[src/mem_pkg.sv]
`default_nettype none

package mem_pkg;

    // datapath widths
    localparam int addr_w = 32;
    localparam int vpn_w  = 20;
    localparam int off_w  = 12;
    localparam int seg_w  = 16;
    localparam int num_w  = 3;
    localparam int ie_w   = 4;

    // operand source selectors, unused codes read as zero
    localparam int sel_w = 3;
    localparam logic [sel_w-1:0] sel_reg1 = 3'd0;
    localparam logic [sel_w-1:0] sel_reg2 = 3'd1;
    localparam logic [sel_w-1:0] sel_seg1 = 3'd2;
    localparam logic [sel_w-1:0] sel_mem  = 3'd3;
    localparam logic [sel_w-1:0] sel_eip  = 3'd4;
    localparam logic [sel_w-1:0] sel_imm  = 3'd5;

    // destination selectors
    localparam int dsel_w = 2;
    localparam logic [dsel_w-1:0] dsel_none = 2'd0;
    localparam logic [dsel_w-1:0] dsel_reg  = 2'd1;
    localparam logic [dsel_w-1:0] dsel_seg  = 2'd2;
    localparam logic [dsel_w-1:0] dsel_mem  = 2'd3;

    // bit positions inside the exception type field
    localparam int ie_prot_bit = 0;
    localparam int ie_pf_bit   = 1;

endpackage

`default_nettype wire

[src/mem.sv]
`default_nettype none

module mem #(
    parameter int TLB_ENTRIES = 8
) (
    input  logic                                  valid_in,
    input  logic [mem_pkg::addr_w-1:0]            eip_in,
    input  logic [mem_pkg::addr_w-1:0]            imm,
    input  logic [mem_pkg::addr_w-1:0]            reg1,
    input  logic [mem_pkg::addr_w-1:0]            reg2,
    input  logic [mem_pkg::addr_w-1:0]            mem_data,
    input  logic [mem_pkg::addr_w-1:0]            mem_addr,
    input  logic [mem_pkg::addr_w-1:0]            mem_addr_end,
    input  logic [mem_pkg::addr_w-1:0]            seg_limit,
    input  logic [mem_pkg::seg_w-1:0]             seg1,
    input  logic [mem_pkg::num_w-1:0]             reg1_num,
    input  logic [mem_pkg::num_w-1:0]             seg1_num,
    input  logic [mem_pkg::sel_w-1:0]             op1_sel,
    input  logic [mem_pkg::sel_w-1:0]             op2_sel,
    input  logic [mem_pkg::dsel_w-1:0]            dest_sel,
    input  logic                                  mem_req,
    input  logic                                  mem_write,
    input  logic [TLB_ENTRIES*mem_pkg::vpn_w-1:0] vp_in,
    input  logic [TLB_ENTRIES*mem_pkg::vpn_w-1:0] pf_in,
    input  logic [TLB_ENTRIES-1:0]                entry_v,
    input  logic [TLB_ENTRIES-1:0]                entry_p,
    input  logic [TLB_ENTRIES-1:0]                entry_rw,
    input  logic                                  ie_in,
    input  logic [mem_pkg::ie_w-1:0]              ie_type_in,
    output logic                                  valid_out,
    output logic [mem_pkg::addr_w-1:0]            eip_out,
    output logic [mem_pkg::addr_w-1:0]            op1_val,
    output logic [mem_pkg::addr_w-1:0]            op2_val,
    output logic [mem_pkg::addr_w-1:0]            dest_addr,
    output logic                                  dest_is_reg,
    output logic                                  dest_is_seg,
    output logic                                  dest_is_mem,
    output logic [mem_pkg::addr_w-1:0]            phys_addr,
    output logic                                  ie_out,
    output logic [mem_pkg::ie_w-1:0]              ie_type_out
);

    logic tlb_miss;
    logic tlb_prot;
    logic seg_prot;

    tlb #(.TLB_ENTRIES(TLB_ENTRIES)) u_tlb (
        .mem_addr(mem_addr), .mem_req(mem_req), .mem_write(mem_write),
        .vp(vp_in), .pf(pf_in),
        .entry_v(entry_v), .entry_p(entry_p), .entry_rw(entry_rw),
        .phys_addr(phys_addr), .miss(tlb_miss), .prot(tlb_prot)
    );

    seg_limit_check u_seg_limit_check (
        .mem_addr_end(mem_addr_end), .seg_limit(seg_limit),
        .mem_req(mem_req), .seg_prot(seg_prot)
    );

    // memory operands and memory destinations both see the translated address
    opswap u_opswap (
        .reg1(reg1), .reg2(reg2), .seg1(seg1),
        .reg1_num(reg1_num), .seg1_num(seg1_num),
        .mem_data(mem_data), .phys_addr(phys_addr),
        .eip_data(eip_in), .imm(imm),
        .op1_sel(op1_sel), .op2_sel(op2_sel), .dest_sel(dest_sel),
        .op1(op1_val), .op2(op2_val), .dest_addr(dest_addr),
        .dest_is_reg(dest_is_reg), .dest_is_seg(dest_is_seg), .dest_is_mem(dest_is_mem)
    );

    // protection and page fault replace their bits, the upper bits ride along
    always_comb begin
        ie_type_out = ie_type_in;
        ie_type_out[mem_pkg::ie_prot_bit] = seg_prot | tlb_prot;
        ie_type_out[mem_pkg::ie_pf_bit]   = tlb_miss;
    end

    assign ie_out    = ie_in | seg_prot | tlb_prot | tlb_miss;
    assign valid_out = valid_in;
    assign eip_out   = eip_in;

endmodule

`default_nettype wire

[src/mem_latch.sv]
`default_nettype none

module mem_latch (
    input  logic                       clk,
    input  logic                       reset,
    input  logic                       clr,
    input  logic                       fwd_stall,
    input  logic                       valid_nxt,
    input  logic [mem_pkg::addr_w-1:0] eip_nxt,
    input  logic [mem_pkg::addr_w-1:0] op1_nxt,
    input  logic [mem_pkg::addr_w-1:0] op2_nxt,
    input  logic [mem_pkg::addr_w-1:0] dest_addr_nxt,
    input  logic                       dest_is_reg_nxt,
    input  logic                       dest_is_seg_nxt,
    input  logic                       dest_is_mem_nxt,
    input  logic [mem_pkg::addr_w-1:0] phys_addr_nxt,
    input  logic                       ie_nxt,
    input  logic [mem_pkg::ie_w-1:0]   ie_type_nxt,
    output logic                       valid_out,
    output logic [mem_pkg::addr_w-1:0] eip_out,
    output logic [mem_pkg::addr_w-1:0] op1_val,
    output logic [mem_pkg::addr_w-1:0] op2_val,
    output logic [mem_pkg::addr_w-1:0] dest_addr,
    output logic                       dest_is_reg,
    output logic                       dest_is_seg,
    output logic                       dest_is_mem,
    output logic [mem_pkg::addr_w-1:0] phys_addr,
    output logic                       ie_out,
    output logic [mem_pkg::ie_w-1:0]   ie_type_out
);

    // control bits, cleared by reset or a flush
    always_ff @(posedge clk) begin
        if (reset || clr) begin
            valid_out <= 1'b0;
            ie_out    <= 1'b0;
        end else if (!fwd_stall) begin
            valid_out <= valid_nxt;
            ie_out    <= ie_nxt;
        end
    end

    // payload only moves when execute can take it
    always_ff @(posedge clk) begin
        if (!fwd_stall) begin
            eip_out     <= eip_nxt;
            op1_val     <= op1_nxt;
            op2_val     <= op2_nxt;
            dest_addr   <= dest_addr_nxt;
            dest_is_reg <= dest_is_reg_nxt;
            dest_is_seg <= dest_is_seg_nxt;
            dest_is_mem <= dest_is_mem_nxt;
            phys_addr   <= phys_addr_nxt;
            ie_type_out <= ie_type_nxt;
        end
    end

endmodule

`default_nettype wire

[src/mem_stage.sv]
`default_nettype none

module mem_stage #(
    parameter int TLB_ENTRIES = 8
) (
    input  logic                                  clk,
    input  logic                                  reset,
    input  logic                                  clr,
    input  logic                                  fwd_stall,
    input  logic                                  valid_in,
    input  logic [mem_pkg::addr_w-1:0]            eip_in,
    input  logic [mem_pkg::addr_w-1:0]            imm,
    input  logic [mem_pkg::addr_w-1:0]            reg1,
    input  logic [mem_pkg::addr_w-1:0]            reg2,
    input  logic [mem_pkg::addr_w-1:0]            mem_data,
    input  logic [mem_pkg::addr_w-1:0]            mem_addr,
    input  logic [mem_pkg::addr_w-1:0]            mem_addr_end,
    input  logic [mem_pkg::addr_w-1:0]            seg_limit,
    input  logic [mem_pkg::seg_w-1:0]             seg1,
    input  logic [mem_pkg::num_w-1:0]             reg1_num,
    input  logic [mem_pkg::num_w-1:0]             seg1_num,
    input  logic [mem_pkg::sel_w-1:0]             op1_sel,
    input  logic [mem_pkg::sel_w-1:0]             op2_sel,
    input  logic [mem_pkg::dsel_w-1:0]            dest_sel,
    input  logic                                  mem_req,
    input  logic                                  mem_write,
    input  logic [TLB_ENTRIES*mem_pkg::vpn_w-1:0] vp_in,
    input  logic [TLB_ENTRIES*mem_pkg::vpn_w-1:0] pf_in,
    input  logic [TLB_ENTRIES-1:0]                entry_v,
    input  logic [TLB_ENTRIES-1:0]                entry_p,
    input  logic [TLB_ENTRIES-1:0]                entry_rw,
    input  logic                                  ie_in,
    input  logic [mem_pkg::ie_w-1:0]              ie_type_in,
    output logic                                  valid_out,
    output logic [mem_pkg::addr_w-1:0]            eip_out,
    output logic [mem_pkg::addr_w-1:0]            op1_val,
    output logic [mem_pkg::addr_w-1:0]            op2_val,
    output logic [mem_pkg::addr_w-1:0]            dest_addr,
    output logic                                  dest_is_reg,
    output logic                                  dest_is_seg,
    output logic                                  dest_is_mem,
    output logic [mem_pkg::addr_w-1:0]            phys_addr,
    output logic                                  ie_out,
    output logic [mem_pkg::ie_w-1:0]              ie_type_out
);

    // unregistered stage results
    logic                       nxt_valid;
    logic [mem_pkg::addr_w-1:0] nxt_eip;
    logic [mem_pkg::addr_w-1:0] nxt_op1;
    logic [mem_pkg::addr_w-1:0] nxt_op2;
    logic [mem_pkg::addr_w-1:0] nxt_dest_addr;
    logic                       nxt_dest_is_reg;
    logic                       nxt_dest_is_seg;
    logic                       nxt_dest_is_mem;
    logic [mem_pkg::addr_w-1:0] nxt_phys_addr;
    logic                       nxt_ie;
    logic [mem_pkg::ie_w-1:0]   nxt_ie_type;

    mem #(.TLB_ENTRIES(TLB_ENTRIES)) u_mem (
        .valid_in(valid_in), .eip_in(eip_in), .imm(imm),
        .reg1(reg1), .reg2(reg2), .mem_data(mem_data),
        .mem_addr(mem_addr), .mem_addr_end(mem_addr_end), .seg_limit(seg_limit),
        .seg1(seg1), .reg1_num(reg1_num), .seg1_num(seg1_num),
        .op1_sel(op1_sel), .op2_sel(op2_sel), .dest_sel(dest_sel),
        .mem_req(mem_req), .mem_write(mem_write),
        .vp_in(vp_in), .pf_in(pf_in),
        .entry_v(entry_v), .entry_p(entry_p), .entry_rw(entry_rw),
        .ie_in(ie_in), .ie_type_in(ie_type_in),
        .valid_out(nxt_valid), .eip_out(nxt_eip),
        .op1_val(nxt_op1), .op2_val(nxt_op2), .dest_addr(nxt_dest_addr),
        .dest_is_reg(nxt_dest_is_reg), .dest_is_seg(nxt_dest_is_seg),
        .dest_is_mem(nxt_dest_is_mem), .phys_addr(nxt_phys_addr),
        .ie_out(nxt_ie), .ie_type_out(nxt_ie_type)
    );

    mem_latch u_mem_latch (
        .clk(clk), .reset(reset), .clr(clr), .fwd_stall(fwd_stall),
        .valid_nxt(nxt_valid), .eip_nxt(nxt_eip),
        .op1_nxt(nxt_op1), .op2_nxt(nxt_op2), .dest_addr_nxt(nxt_dest_addr),
        .dest_is_reg_nxt(nxt_dest_is_reg), .dest_is_seg_nxt(nxt_dest_is_seg),
        .dest_is_mem_nxt(nxt_dest_is_mem), .phys_addr_nxt(nxt_phys_addr),
        .ie_nxt(nxt_ie), .ie_type_nxt(nxt_ie_type),
        .valid_out(valid_out), .eip_out(eip_out),
        .op1_val(op1_val), .op2_val(op2_val), .dest_addr(dest_addr),
        .dest_is_reg(dest_is_reg), .dest_is_seg(dest_is_seg),
        .dest_is_mem(dest_is_mem), .phys_addr(phys_addr),
        .ie_out(ie_out), .ie_type_out(ie_type_out)
    );

endmodule

`default_nettype wire

[src/opswap.sv]
`default_nettype none

module opswap (
    input  logic [mem_pkg::addr_w-1:0] reg1,
    input  logic [mem_pkg::addr_w-1:0] reg2,
    input  logic [mem_pkg::seg_w-1:0]  seg1,
    input  logic [mem_pkg::num_w-1:0]  reg1_num,
    input  logic [mem_pkg::num_w-1:0]  seg1_num,
    input  logic [mem_pkg::addr_w-1:0] mem_data,
    input  logic [mem_pkg::addr_w-1:0] phys_addr,
    input  logic [mem_pkg::addr_w-1:0] eip_data,
    input  logic [mem_pkg::addr_w-1:0] imm,
    input  logic [mem_pkg::sel_w-1:0]  op1_sel,
    input  logic [mem_pkg::sel_w-1:0]  op2_sel,
    input  logic [mem_pkg::dsel_w-1:0] dest_sel,
    output logic [mem_pkg::addr_w-1:0] op1,
    output logic [mem_pkg::addr_w-1:0] op2,
    output logic [mem_pkg::addr_w-1:0] dest_addr,
    output logic                       dest_is_reg,
    output logic                       dest_is_seg,
    output logic                       dest_is_mem
);

    localparam int num_src = 1 << mem_pkg::sel_w;

    // one table of sources shared by both operand ports
    logic [mem_pkg::addr_w-1:0] src [num_src];

    always_comb begin
        src = '{default: '0};
        src[mem_pkg::sel_reg1] = reg1;
        src[mem_pkg::sel_reg2] = reg2;
        src[mem_pkg::sel_seg1] = {{(mem_pkg::addr_w - mem_pkg::seg_w){1'b0}}, seg1};
        src[mem_pkg::sel_mem]  = mem_data;
        src[mem_pkg::sel_eip]  = eip_data;
        src[mem_pkg::sel_imm]  = imm;
    end

    assign op1 = src[op1_sel];
    assign op2 = src[op2_sel];

    // destination is a register number, a segment number or a memory address
    always_comb begin
        dest_addr   = '0;
        dest_is_reg = 1'b0;
        dest_is_seg = 1'b0;
        dest_is_mem = 1'b0;
        case (dest_sel)
            mem_pkg::dsel_reg: begin
                dest_addr   = {{(mem_pkg::addr_w - mem_pkg::num_w){1'b0}}, reg1_num};
                dest_is_reg = 1'b1;
            end
            mem_pkg::dsel_seg: begin
                dest_addr   = {{(mem_pkg::addr_w - mem_pkg::num_w){1'b0}}, seg1_num};
                dest_is_seg = 1'b1;
            end
            mem_pkg::dsel_mem: begin
                dest_addr   = phys_addr;
                dest_is_mem = 1'b1;
            end
            default: begin
                // dsel_none leaves everything low
                dest_addr = '0;
            end
        endcase
    end

endmodule

`default_nettype wire

[src/seg_limit_check.sv]
`default_nettype none

module seg_limit_check (
    input  logic [mem_pkg::addr_w-1:0] mem_addr_end,
    input  logic [mem_pkg::addr_w-1:0] seg_limit,
    input  logic                       mem_req,
    output logic                       seg_prot
);

    logic end_gt_limit;
    logic end_eq_limit;
    logic over_limit;

    // unsigned compare of the last byte touched against the limit
    assign end_gt_limit = mem_addr_end > seg_limit;
    assign end_eq_limit = mem_addr_end == seg_limit;

    // touching the limit byte itself is already out of range
    assign over_limit = end_gt_limit | end_eq_limit;

    // no access, no fault
    assign seg_prot = mem_req & over_limit;

endmodule

`default_nettype wire

[src/tlb.sv]
`default_nettype none

module tlb #(
    parameter int TLB_ENTRIES = 8
) (
    input  logic [mem_pkg::addr_w-1:0]            mem_addr,
    input  logic                                  mem_req,
    input  logic                                  mem_write,
    input  logic [TLB_ENTRIES*mem_pkg::vpn_w-1:0] vp,
    input  logic [TLB_ENTRIES*mem_pkg::vpn_w-1:0] pf,
    input  logic [TLB_ENTRIES-1:0]                entry_v,
    input  logic [TLB_ENTRIES-1:0]                entry_p,
    input  logic [TLB_ENTRIES-1:0]                entry_rw,
    output logic [mem_pkg::addr_w-1:0]            phys_addr,
    output logic                                  miss,
    output logic                                  prot
);

    logic [mem_pkg::vpn_w-1:0] vpn;
    logic [mem_pkg::vpn_w-1:0] frame;
    logic                      hit;
    logic                      hit_rw;

    assign vpn = mem_addr[mem_pkg::addr_w-1:mem_pkg::off_w];

    // scan from the top so the lowest matching entry is the last to write
    always_comb begin
        hit    = 1'b0;
        hit_rw = 1'b0;
        frame  = '0;
        for (int i = TLB_ENTRIES - 1; i >= 0; i--) begin
            if (entry_v[i] && entry_p[i] &&
                vp[i*mem_pkg::vpn_w +: mem_pkg::vpn_w] == vpn) begin
                hit    = 1'b1;
                hit_rw = entry_rw[i];
                frame  = pf[i*mem_pkg::vpn_w +: mem_pkg::vpn_w];
            end
        end
    end

    // untranslated address passes through on a miss
    assign phys_addr = hit ? {frame, mem_addr[mem_pkg::off_w-1:0]} : mem_addr;

    // faults only count for a real request
    assign miss = mem_req & ~hit;

    // write to a read-only page
    assign prot = mem_req & hit & mem_write & ~hit_rw;

endmodule

`default_nettype wire
[config.mk]
export PLATFORM = sky130hd
export DESIGN_NAME = mem_stage
export DESIGN_NICKNAME = d
export VERILOG_FILES = /design/src/mem_pkg.sv /design/src/mem.sv /design/src/mem_latch.sv /design/src/mem_stage.sv /design/src/opswap.sv /design/src/seg_limit_check.sv /design/src/tlb.sv
export SDC_FILE = /design/constraint.sdc
export NUM_CORES = 1
export LEC_CHECK = 0
export BUFFER_PORTS_ARGS = -buffer_cell sky130_fd_sc_hd__buf_2
export CORE_AREA = 2 2 317 319
export DETAILED_ROUTE_END_ITERATION = 10
export DIE_AREA = 0 0 319 321
export PLACE_DENSITY_LB_ADDON = 0.2
export SETUP_SLACK_MARGIN = 0.02
export SYNTH_ARGS = -nofsm -noshare
export SYNTH_HDL_FRONTEND = slang
export SYNTH_SLANG_ARGS = --single-unit
[constraint.sdc]
create_clock -name clk -period 3.9 [get_ports clk]
set_input_delay 0.195 -clock clk [delete_from_list [all_inputs] [get_ports clk]]
set_output_delay 0.195 -clock clk [all_outputs]
set_load 0.02 [all_outputs]
==> Word-level counts from Yosys, hierarchy flattened <==
Cells that the tools add are included.
{ "classes": {"add_sub_neg": 0, "mul": 0, "div": 0, "magnitude_cmp": 3, "n_eq_ne": 12, "shifts": 0, "n_mux": 35, "bitwise": 14, "reduce_logical": 17} }
{ "ops": {"columns": ["operator", "count"], "rows": [
  ["32-bit binary-select mux with 3-bit select", 2],
  ["20-bit == test", 8],
  ["20-bit two-way mux", 8],
  ["32-bit two-way mux", 5],
  ["32-bit one-hot mux with 3 select lines", 1],
  ["32-bit == test", 1],
  ["32-bit > comparator", 1],
  ["1-bit two-way mux", 19],
  ["1-bit logical AND", 16],
  ["4-bit greater-or-equal comparator (second input constant)", 2],
  ["3-bit NOT with 4-bit output", 2],
  ["1-bit AND", 5],
  ["1-bit OR", 5],
  ["2-bit == test (second input constant)", 2],
  ["2-bit by 1-bit == test with 1-bit output (second input constant)", 1],
  ["1-bit NOT", 2],
  ["1-bit logical OR", 1]
]} }
{ "word_totals": {"reg_bits": 169, "latch_bits": 0, "ram_bits": 0, "mem_bits_ro": 0, "input_bits": 642, "wordCells": 92, "n_memories": 0} }

==> Longest topological paths before layout <==
Gate-level depths: netlist of run 1.
{ "depth": {"ltp_word": 15, "depth_mapped": 12, "mapped_depth_nobuf": 11} }

==> Hierarchy <==
From an unflattened synthesis of run 1, not the netlist that was laid out.
{ "unflattened": {"cells_unflattened": 1294, "area_unflattened_um2": 13514.2} }
{ "modules_own_cells": {"columns": ["mod", "n_inst", "cells_each", "area_each_um2", "seq_area_each_um2"], "rows": [
  ["mem_latch", 1, 174, 5088.6, 5054.8],
  ["tlb", 1, 589, 4103.9, 0.0],
  ["opswap", 1, 381, 3230.6, 0.0],
  ["seg_limit_check", 1, 112, 807.0, 0.0],
  ["mem", 1, 38, 284.0, 0.0]
]} }

==> Least setup slack after synthesis of run 1 <==
OpenSTA, ideal clock, no wires.
{ "synth_timing": {"path_kind": "in2reg", "start": "in fwd_stall", "end": "reg u_mem_latch.ie_out", "t_arrival_ps": 3960, "slack_ps": -120, "path_stages": 3, "path_buffers": 0, "cell_sequence": "inv_1 > o21a_1 > o41a_1"} }
{ "synth_lines": {"columns": ["element", "line_no", "text"], "rows": [
  ["from (decl)", "mem_stage.sv:9", "input logic fwd_stall,"],
  ["to (signal assigned)", "mem_latch.sv:39", "ie_out <= ie_nxt;"],
  ["to (decl)", "mem_latch.sv:28", "output logic ie_out,"]
]} }

==> Final worst setup path of run 1 <==
{ "layout_timing": {"start": "in mem_addr[27] in the netlist's numbering", "end": "reg u_mem_latch.ie_out"} }
{ "layout_via": {"elab_chain_cells": 15, "word_cells_on_any_way": 40, "cone_classes": "eq/ne: 8; mux: 16; bitwise: 8; reduce/logical: 8"} }
{ "layout_rtl": {"columns": ["element", "line_no", "text"], "rows": [
  ["from (decl)", "mem_stage.sv:16", "input logic [mem_pkg::addr_w-1:0] mem_addr,"],
  ["20-bit == test", "tlb.sv:33", "vp[i*mem_pkg::vpn_w +: mem_pkg::vpn_w] == vpn) begin"],
  ["1-bit logical AND", "tlb.sv:32", "if (entry_v[i] && entry_p[i] &&"],
  ["1-bit two-way mux (8 in a row)", "tlb.sv:32", null],
  ["1-bit AND (3 in a row)", "tlb.sv:48", "assign prot = mem_req & hit & mem_write & ~hit_rw;"],
  ["1-bit OR", "mem.sv:77", "assign ie_out = ie_in | seg_prot | tlb_prot | tlb_miss;"],
  ["1-bit OR (*)", "mem.sv:77", null]
]} }
Every way passes the cells marked *; elsewhere a longest branch is shown, timed or not.
A chain may end at the register's enable or synchronous reset.

==> reports/qor.csv, run 1 <==
metric,value,unit
Final HPWL DP,69890,um
fin cells,3329,
CTS tree,done,
Port Buffers,808,
met1 global-route usage,0.1687,
most used routing layer in global routing,met2,
utilization after layout,0.1955,
syn nets,1834,
Die Y,321,um
Fill cells,11230,
CP dominant cell by count,buf_4,
# hold bufs at CTS,53,
Detailed Routing Iterations Pass 1,5,
Hold Crit Class,in -> reg,
Tot GR Track Use,0.1540,
critical path's slowest cell,dlygate4sd3_1,
worst path required time,4.27,ns
Post-synth EDFFs,167,
Synth warnings,0,
worst-path cell chain,buf_2 -> xor2_1 -> nor4_1 -> buf_4 -> nand4_1 -> or2_4 -> nor4_4 -> buf_4 -> nand2_1 -> a311oi_1 -> o21ai_1 -> o41a_1 -> dlygate4sd3_1,
Core Box Area,99280,um2
total power divided by cell area,290.2,nW/um2
via count,13490,
worst setup margin,0.3770,ns
number of buffers and inverters on the critical path,4,
Post-CTS Setup Bufs,0,
met2 usage,0.2868,
Num CTS Buffers,17,
CP Class,in -> reg,
num rows,116,
"Slew Viols, Final",0,
RD Place Congestion,0.8769,
setup violators final,0,
syn_area_per_cell,10.74,um2
Most used DFF post-synth,edfxtp_1,
layout cells sized above 1,0.4965,
final WL,82170,um
number of synthesized register bits,169,
Final TNS setup,0,ns
area growth from synthesis to layout,55.82,%
Initial Util,0.1255,
Period minus WS final,3.523,ns
total power,5.634,mW
period utilization,0.9033,
Final Hold Viols,0,
design area,19410,um2
initial antenna violation count,44,
Worst setup SP type,primary input,
fmax,283.9,MHz
maximum fanout along the worst path,15,
Sink Count,169,
vias per cell,4.051,
wire per inst,24.68,um
Post-Route Skew,0,ns
register area,5055,um2
async set-or-reset flop fraction in the synthesized netlist,0,
Max stage delay on crit path,0.55,ns
Crit path max-delay family,buffers and inverters,
H-tree depth,4,
max-cap viol count,0,
Leak,8.689,nW
Synth cell types,54,
Rel. slew slack,0.2544,
run status,"finished, final reports clean",
total grt overflow,0,
Crit path arrival time,3.90,ns
vias in the first global route,14360,
die width,319,um
area occupied by multi-input gates,6729,um2
Worst Setup End Kind,flip-flop,
die area,102400,um2
clock slew at reported path FFs,0.08,ns
remaining antenna violation count,0,
Cells after Synth,1160,
Worst-Margin Slew,1.117,ns
placed cells,3237,
largest net degree at the start of global routing,53,
Resize count post-CTS,0,
number of DRC markers in iteration 0,728,
io pins,811,
Post-route DRC,0,
area post-placement,18280,um2
Synth Cell Area,12460,um2
final hold slack,0.1119,ns
maximum vdd drop,0.0003085,V
DP Worst Slack,0.006632,ns
M3 GR Usage,0.04565,
clock latency on the worst-skew pair,0.48,ns
clock root cell,clkbuf_16,
RSZ-0062 raised after global routing,false,
global-route wire length before repair,110300,um
"Seq/Total Area, Yosys",0.4057,
Max clock buf depth,2,
nets,2685,
-- path summary, 6_finish.rpt --
check                   startpoint                       to  slack, ns  depth (start not counted)
max                   mem_addr[27]       u_mem_latch.ie_out       0.38                         13
min                        imm[13]  u_mem_latch.op2_val[13]       0.11                          3
max reg2reg     u_mem_latch.ie_out       u_mem_latch.ie_out       2.67                          3
min reg2reg  u_mem_latch.valid_out    u_mem_latch.valid_out       1.10                          3
-- cell type report --
type                       instances  area share
multi-input combinational        829      0.3466
timing repair buffer             922      0.2640
sequential                       169      0.2604
tap                             1298     0.08366
clock buffer                      17     0.02191
inverter                          72     0.01412
clock inverter                    15    0.008379
antenna                            7   0.0009024
-- where the power goes --
| part | leakage, nW | switching, mW | internal [mW] |
|---|---|---|---|
| clock network | 0.279 | 0.879 | 0.904 |
| registers | 1.64 | 0.0440 | 2.17 |
| logic | 6.77 | 0.939 | 0.694 |
-- layout by cell type (no fill, tap or decap), drive strengths merged, types with 10 or more instances in the layout --
cell / n
nand4: 20
nor2: 37
a22oi: 33
a21o: 12
buf: 869
ha: 32
a21oi: 27
a31oi: 19
xnor2: 25
o31ai: 18
a221oi: 18
dlygate4sd3: 53
mux2: 57
xor2: 135
and2: 19
inv: 77
and3: 10
nand3: 23
o22ai: 83
mux2i: 66
nor4: 30
nor3: 15
clkbuf: 17
edfxtp: 167
nand2: 77
mux4: 32
-- cell families (layout without fill, tap and decap cells) --
kind of cell,Yosys count,after routing,synth area share
AND/OR/NAND/NOR,250,250,0.1037
AO/OA/AOI/OAI,232,232,0.1270
flip-flops,169,169,0.4057
buffers and inverters,162,1026,0.05644
XOR/XNOR,160,160,0.1125
multiplexers,155,155,0.1624
adder cells (fa/ha/maj),32,32,0.03214
other,0,7,0
-- synth_stat cells (all sizes together) (2+ instances only) --
| master | instances | area [um2] |
|---|---|---|
| o31ai | 18 | 135.1 |
| mux4 | 32 | 720.7 |
| and2 | 19 | 118.9 |
| nor4b | 3 | 26.28 |
| or4 | 3 | 22.52 |
| o41a | 2 | 22.52 |
| nand3 | 23 | 115.1 |
| nor2 | 37 | 141.4 |
| a311oi | 2 | 17.52 |
| buf | 38 | 237.7 |
| a31oi | 19 | 118.9 |
| inv | 72 | 270.3 |
| nand4 | 20 | 125.1 |
| a22o | 3 | 26.28 |
| a2111oi | 2 | 17.52 |
| nor3 | 15 | 75.07 |
| nor4 | 30 | 224.0 |
| ha | 32 | 400.4 |
| edfxtp | 167 | 5015 |
| and3 | 10 | 62.56 |
| xor2 | 135 | 1182 |
| clkbuf | 52 | 195.2 |
| xnor2 | 25 | 219.0 |
| a21oi | 27 | 135.1 |
| a22oi | 33 | 247.7 |
| nand2b | 4 | 25.02 |
| or3 | 2 | 12.51 |
| nor2b | 2 | 12.51 |
| or2 | 2 | 15.02 |
| a221oi | 18 | 157.7 |
| o22ai | 83 | 519.3 |
| o21a | 3 | 22.52 |
| nand2 | 77 | 289.0 |
| a21o | 12 | 90.09 |
| mux2 | 57 | 641.9 |
| and4 | 2 | 17.52 |
| dfxtp | 2 | 40.04 |
| o21ai | 4 | 20.01 |
| mux2i | 66 | 660.6 |
-- per-layer routing --
layer  share of wire  vias to the layer above
met1            0.38                     6566
met3           0.074                      135
met4           0.025                       20
met5          0.0016                        -
li1                -                     6097
met2            0.52                      668
-- worst register-to-register path: cells and delay by family, from the launching register on --
family	cells	cell delay, ns
flip-flops	1	0.31
buffers and inverters	1	0.55
AO/OA/AOI/OAI	2	0.26
(Power assumes the default switching activity.)
==> run 2, diff against run 1 <==
Clock period 3.9 ns to 3.3 ns, I/O delays scaled along.
==> run 2 against run 1 <==
  * Combinational power is 23% higher
  * Sequential cell count stayed put
  * Largest cell class unchanged
  * Critical path type unchanged
  * Setup slack got worse by 0.24 ns
==> reports/qor.csv, run 2 (synthesis results as in run 1) <==
metric,value,unit,change
sequential power share,0.390,,-0.004
total power divided by cell area,337.5,nW/um2,+16%
Post-route DRC,0,,unchanged
Crit. Startpoint,mem_addr[29],,
"Slew Viols, Final",0,,unchanged
Max clock buf depth,2,,unchanged
"most common cell after layout, fill and taps aside",buf_2,,
Critical Path End,u_mem_latch.dest_addr[21],,
final hold slack,0.07477,ns,-0.03711 ns
period utilization,0.9576,,
die area,102400,um2,unchanged
Worst setup SP type,primary input,,
Period minus WS final,3.160,ns,
worst path required time,3.65,ns,-0.62 ns
clock root cell,clkbuf_16,,
remaining antenna violation count,0,,unchanged
number of buffers and inverters on the critical path,6,,+2
Crit path max-delay family,simple AND/OR/NAND/NOR gates,,
r2r setup slk,2.13,ns,-0.54 ns
Final TNS setup,0,ns,unchanged
Initial Util,0.1255,,unchanged
Rel. slew slack,0.2636,,+0.009245
Clk pwr share,0.314,,-0.002
io pins,811,,unchanged
reg-to-reg endpoint,u_mem_latch.valid_out,,
Switch Pwr,2.307,mW,+24%
Post-CTS Setup Bufs,0,,unchanged
clock slew at reported path FFs,0.08,ns,about the same
clock latency on the worst-skew pair,0.49,ns,about the same
run status,"finished, final reports clean",,
total power,6.751,mW,+20%
Port Buffers,808,,unchanged
maximum fanout along the worst path,5,,-10
Num CTS Buffers,17,,unchanged
Leak,9.025,nW,+3.9%
Die Y,321,um,unchanged
via count,13700,,+1.6%
global-route wire length before repair,113900,um,+3.3%
die width,319,um,unchanged
worst-path cell chain,buf_2 -> buf_4 -> buf_12 -> xor2_1 -> nor4_2 -> buf_4 -> nand4_1 -> or2_4 -> nor4_4 -> buf_4 -> buf_4 -> a221oi_1 -> o31ai_2 -> and2_1,,
total grt overflow,0,,unchanged
area post-placement,18850,um2,+3.1%
layout cells sized above 1,0.5127,,+0.01617
Final Hold Viols,0,,unchanged
nets,2746,,+2.3%
vias per cell,4.038,,-0.33%
Sw Ratio,0.3418,,+0.01135
Hold Crit Class,in -> reg,,
"commonest cells after routing, fill and taps aside","buf_2, edfxtp_1, xor2_1",,
Final HPWL DP,73260,um,+4.8%
met2 usage,0.2962,,+0.009441
final WL,84920,um,+3.3%
Crit path arrival time,3.51,ns,-0.39 ns
Detailed Routing Iterations Pass 1,4,,-1
CP dominant cell by count,buf_4,,
number of DRC markers in iteration 0,701,,-3.7%
H-tree depth,4,,unchanged
Int Pwr,4.443,mW,+18%
area growth from synthesis to layout,60.55,%,
RD Place Congestion,0.8763,,about the same
Worst path depth,14,,+1
Core Box Area,99280,um2,unchanged
design area,20000,um2,+3.0%
Max stage delay on crit path,0.74,ns,+0.19 ns
RSZ-0062 raised after global routing,false,,
Tot GR Track Use,0.1599,,+0.005871
largest net degree at the start of global routing,81,,+53%
Reg-to-Reg Start,u_mem_latch.valid_out,,
met1 global-route usage,0.1751,,+0.006365
R2R cell count,3,,unchanged
Sink Count,169,,unchanged
wire per inst,25.02,um,+1.4%
Worst Setup End Kind,flip-flop,,
maximum vdd drop,0.0003832,V,+24%
Post-Route Skew,0,ns,unchanged
most used routing layer in global routing,met2,,
fmax,316.5,MHz,
max-cap viol count,0,,unchanged
share of total power in combinational logic,0.296,,+0.006
M3 GR Usage,0.04836,,+0.002707
critical path's slowest cell,o31ai_2,,
CP Class,in -> reg,,
vias in the first global route,14650,,+2.0%
setup violators final,0,,unchanged
num rows,116,,unchanged
Worst-Margin Slew,1.103,ns,-0.01385 ns
initial antenna violation count,50,,+14%
CTS tree,done,,
## run 2: how the worst min path moves through the flow
stage                        from                          to  slack [ns]  cells past startpoint
floorplan                   reset       u_mem_latch.valid_out        0.24                      1
global route              imm[28]     u_mem_latch.op1_val[28]        0.04                      3
CTS                        imm[2]      u_mem_latch.op1_val[2]      0.0005                      3
finish                    imm[28]     u_mem_latch.op1_val[28]        0.07                      3
global placement    ie_type_in[3]  u_mem_latch.ie_type_out[3]        0.34                      1
detailed placement  ie_type_in[2]  u_mem_latch.ie_type_out[2]        0.34                      1
## run 2: timing repair
action                                 in CTS  in global routing
endpoints found under the hold margin      59                  0
setup endpoints to repair                   6                  0
hold buffers                               53                  0
gates resized for setup                     4                  0
## run 2: power groups by stage
stage | Clock [mW] | Combinational, mW | Sequential [mW]
2_1_floorplan | 0 | 0.656 | 2.92
3_3_place_gp | 0 | 1.96 | 2.68
3_5_place_dp | 0 | 1.97 | 2.68
4_1_cts | 2.23 | 2.03 | 2.63
5_1_grt | 2.29 | 2.14 | 2.65
6_report | 2.12 | 2.00 | 2.63
## run 2: metrics by stage
stage | setup WS [ns] | util | cells
after floorplan | 0.3103 | - | 1160
after global placement | -0.9524 | 0.1898 | 3298
after detailed placement | -1.055 | 0.1898 | 3298
after CTS | 0.1356 | 0.2012 | 3383
after global routing | 0.1083 | 0.2013 | 3388
final | 0.1400 | 0.2015 | 3394
## run 2: final cells by class
type | count | area [um2]
sequential | 169 | 5055
clock buffer | 17 | 425.4
fill | 11140 | 79270
tap | 1298 | 1624
timing repair buffer | 983 | 5695
clock inverter | 15 | 150.1
antenna | 11 | 27.53
inverter | 72 | 274.0
multi-input combinational | 829 | 6750
## run 2: routing by layer
layer,routed length [um],vias up,share of wire
li1,-,6228,-
met1,33030,6656,0.39
met2,43710,664,0.51
met3,5954,130,0.070
met4,2063,26,0.024
met5,162,-,0.0019
## run 2: worst min-delay path, stage by stage
cell and delay (ns):
buf_2 0.10, mux2i_1 0.06, o22ai_1 0.12
==> run 3, diff against run 2 <==
--- a/config.mk
+++ b/config.mk
@@ -8,4 +8,5 @@
 export BUFFER_PORTS_ARGS = -buffer_cell sky130_fd_sc_hd__buf_2
 export CORE_AREA = 2 2 317 319
+export CTS_CLUSTER_DIAMETER = 120
 export DETAILED_ROUTE_END_ITERATION = 10
 export DIE_AREA = 0 0 319 321
==> constraint.sdc (replaced) <==
create_clock -name clk -period 3.3 [get_ports clk]
set_input_delay 0 -clock clk [delete_from_list [all_inputs] [get_ports clk]]
set_output_delay 0 -clock clk [all_outputs]
set_load 0.02 [all_outputs]
==> run 3 against run 2 <==
  * Sequential cell count unchanged
  * Sequential share of layout area decreased by 0.68 points
  * Total power increased by 1.8%
  * Non-clock buffer count increased by 57
  * Critical path type unchanged
  * Global-route usage increased by 0.25 points
  * Hold slack got worse by 0.020 ns
  * Die area unchanged
  * Cell count increased by 1.6%
==> reports/qor.csv, run 3 (synthesis results as in run 1) <==
metric,value,unit,change
Post-route DRC,0,,unchanged
metal2 WL,43000,um,-1.6%
Switch Pwr,2.367,mW,+2.6%
worst path required time,3.64,ns,about the same
wire per inst,25.05,um,+0.12%
largest net degree at the start of global routing,46,,-43%
Sw Ratio,0.3444,,+0.002637
via count,14000,,+2.2%
fin cells,3449,,+1.6%
setup violators final,0,,unchanged
Clk pwr share,0.314,,about the same
area post-placement,18750,um2,-0.52%
Final Hold Viols,0,,unchanged
Tot GR Track Use,0.1624,,+0.002491
Sink Count,169,,unchanged
CP dominant cell by count,buf_4,,
vias per cell,4.059,,+0.53%
CP Class,in -> reg,,
initial antenna violation count,39,,-22%
remaining antenna violation count,0,,unchanged
DP Worst Slack,-0.5208,ns,+0.5347 ns
worst setup margin,0.3207,ns,+0.1806 ns
Period minus WS final,2.979,ns,-0.1806 ns
max-cap viol count,0,,unchanged
Core Box Area,99280,um2,unchanged
final WL,86390,um,+1.7%
Worst-Margin Slew,1.094,ns,-0.009152 ns
Post-CTS Setup Bufs,0,,unchanged
critical path's slowest cell,or4_2,,
num rows,116,,unchanged
Leak,9.259,nW,+2.6%
"most common cell after layout, fill and taps aside",buf_2,,
H-tree depth,4,,unchanged
"Slew Viols, Final",0,,unchanged
worst-path cell chain,buf_2 -> buf_4 -> buf_4 -> xor2_1 -> nor4_1 -> nand4_1 -> or4_2 -> nand2b_1 -> buf_4 -> or4_1 -> o21ai_0 -> a41o_1 -> a21oi_1,,
"commonest cells after routing, fill and taps aside","buf_2, edfxtp_1, xor2_1",,
global-route wire length before repair,116200,um,+2.0%
Rel. slew slack,0.2697,,+0.006108
fmax,335.6,MHz,+6.1%
RD Place Congestion,0.9280,,+5.9%
met3 WL,5289,um,-11%
vias in the first global route,14870,,+1.5%
CTS tree,done,,
top layer in use,met5,,
total power,6.871,mW,+1.8%
Detailed Routing Iterations Pass 1,5,,+1
Hold Crit Class,in -> reg,,
Final HPWL DP,74160,um,+1.2%
maximum vdd drop,0.0003804,V,-0.72%
layout cells sized above 1,0.4944,,-0.01831
die width,319,um,unchanged
Fill cells,11110,,-0.24%
Int Pwr,4.504,mW,+1.4%
Crit path max-delay family,simple AND/OR/NAND/NOR gates,,
RSZ-0062 raised after global routing,false,,
Met1 Wirelength,34750,um,+5.2%
Die Y,321,um,unchanged
Max clock buf depth,2,,unchanged
share of total power in combinational logic,0.302,,+0.006
Port Buffers,808,,unchanged
placed cells,3290,,-0.24%
total power divided by cell area,334.2,nW/um2,-0.98%
final hold slack,0.05454,ns,-0.02023 ns
maximum fanout along the worst path,21,,+16
run status,"finished, final reports clean",,
total grt overflow,0,,unchanged
nets,2803,,+2.1%
Final TNS setup,0,ns,unchanged
Crit path arrival time,3.32,ns,-0.19 ns
utilization after layout,0.2071,,+0.005609
design area,20560,um2,+2.8%
Worst Setup End Kind,flip-flop,,
Initial Util,0.1255,,unchanged
Max stage delay on crit path,0.65,ns,-0.09 ns
Worst setup SP type,primary input,,
number of DRC markers in iteration 0,615,,-12%
number of buffers and inverters on the critical path,4,,-2
area growth from synthesis to layout,65.02,%,
clock root cell,clkbuf_16,,
Post-Route Skew,0,ns,unchanged
clock latency on the worst-skew pair,0.49,ns,about the same
period utilization,0.9028,,-0.05473
die area,102400,um2,unchanged
Num CTS Buffers,17,,unchanged
clock slew at reported path FFs,0.08,ns,about the same
io pins,811,,unchanged
sequential power share,0.383,,-0.007
## run 3: changes by cell type in the layout (fill, tap and decap cells not counted), sizes merged
cell,before,now
diode,11,9
inv,81,78
buf,930,922
clkinv,4,7
dlygate4sd3,53,118
## run 3: area by class of cell
cell class                      instances  area [um2]  share of cell area
Multi-Input combinational cell        829        6734              0.3276
Timing Repair Buffer                 1040        6248              0.3039
Sequential cell                       169        5055              0.2459
Tap cell                             1298        1624             0.07900
Clock buffer                           17       425.4             0.02069
Inverter                               72       274.0             0.01333
Clock inverter                         15       175.2            0.008520
Antenna cell                            9       22.52            0.001095
## run 3: power groups by stage
stage               logic, mW  registers [mW]  clock network (mW)
floorplan               0.656            2.92                   0
global placement         1.97            2.69                   0
detailed placement       1.97            2.69                   0
CTS                      2.10            2.64                2.27
global route             2.22            2.65                2.32
finish                   2.08            2.63                2.16
## run 3: per-layer routing
metal,global-route usage,vias to the layer above
met4,0.05996,24
met3,0.03986,146
met1,0.1857,6795
li1,-,6336
met5,0,-
met2,0.2913,699
## run 3: final timing paths
kind | from | endpoint | slack (ns) | cells after the start
max | mem_addr[15] | u_mem_latch.dest_addr[25] | 0.32 | 13
min | mem_write | u_mem_latch.ie_type_out[0] | 0.05 | 4
max reg2reg | u_mem_latch.valid_out | u_mem_latch.valid_out | 2.15 | 3
min reg2reg | u_mem_latch.ie_out | u_mem_latch.ie_out | 0.60 | 2
## run 3: worst min-delay path, delay by kind of cell
family / cells / cell delay [ns]
simple gates: 2 / 0.16
buf+inv: 1 / 0.10
compound gates: 1 / 0.10
## run 3: repair_timing
item,CTS,global route
setup endpoints to repair,0,2
endpoints found under the hold margin,116,0
gates resized for setup,0,1
hold buffers,118,0
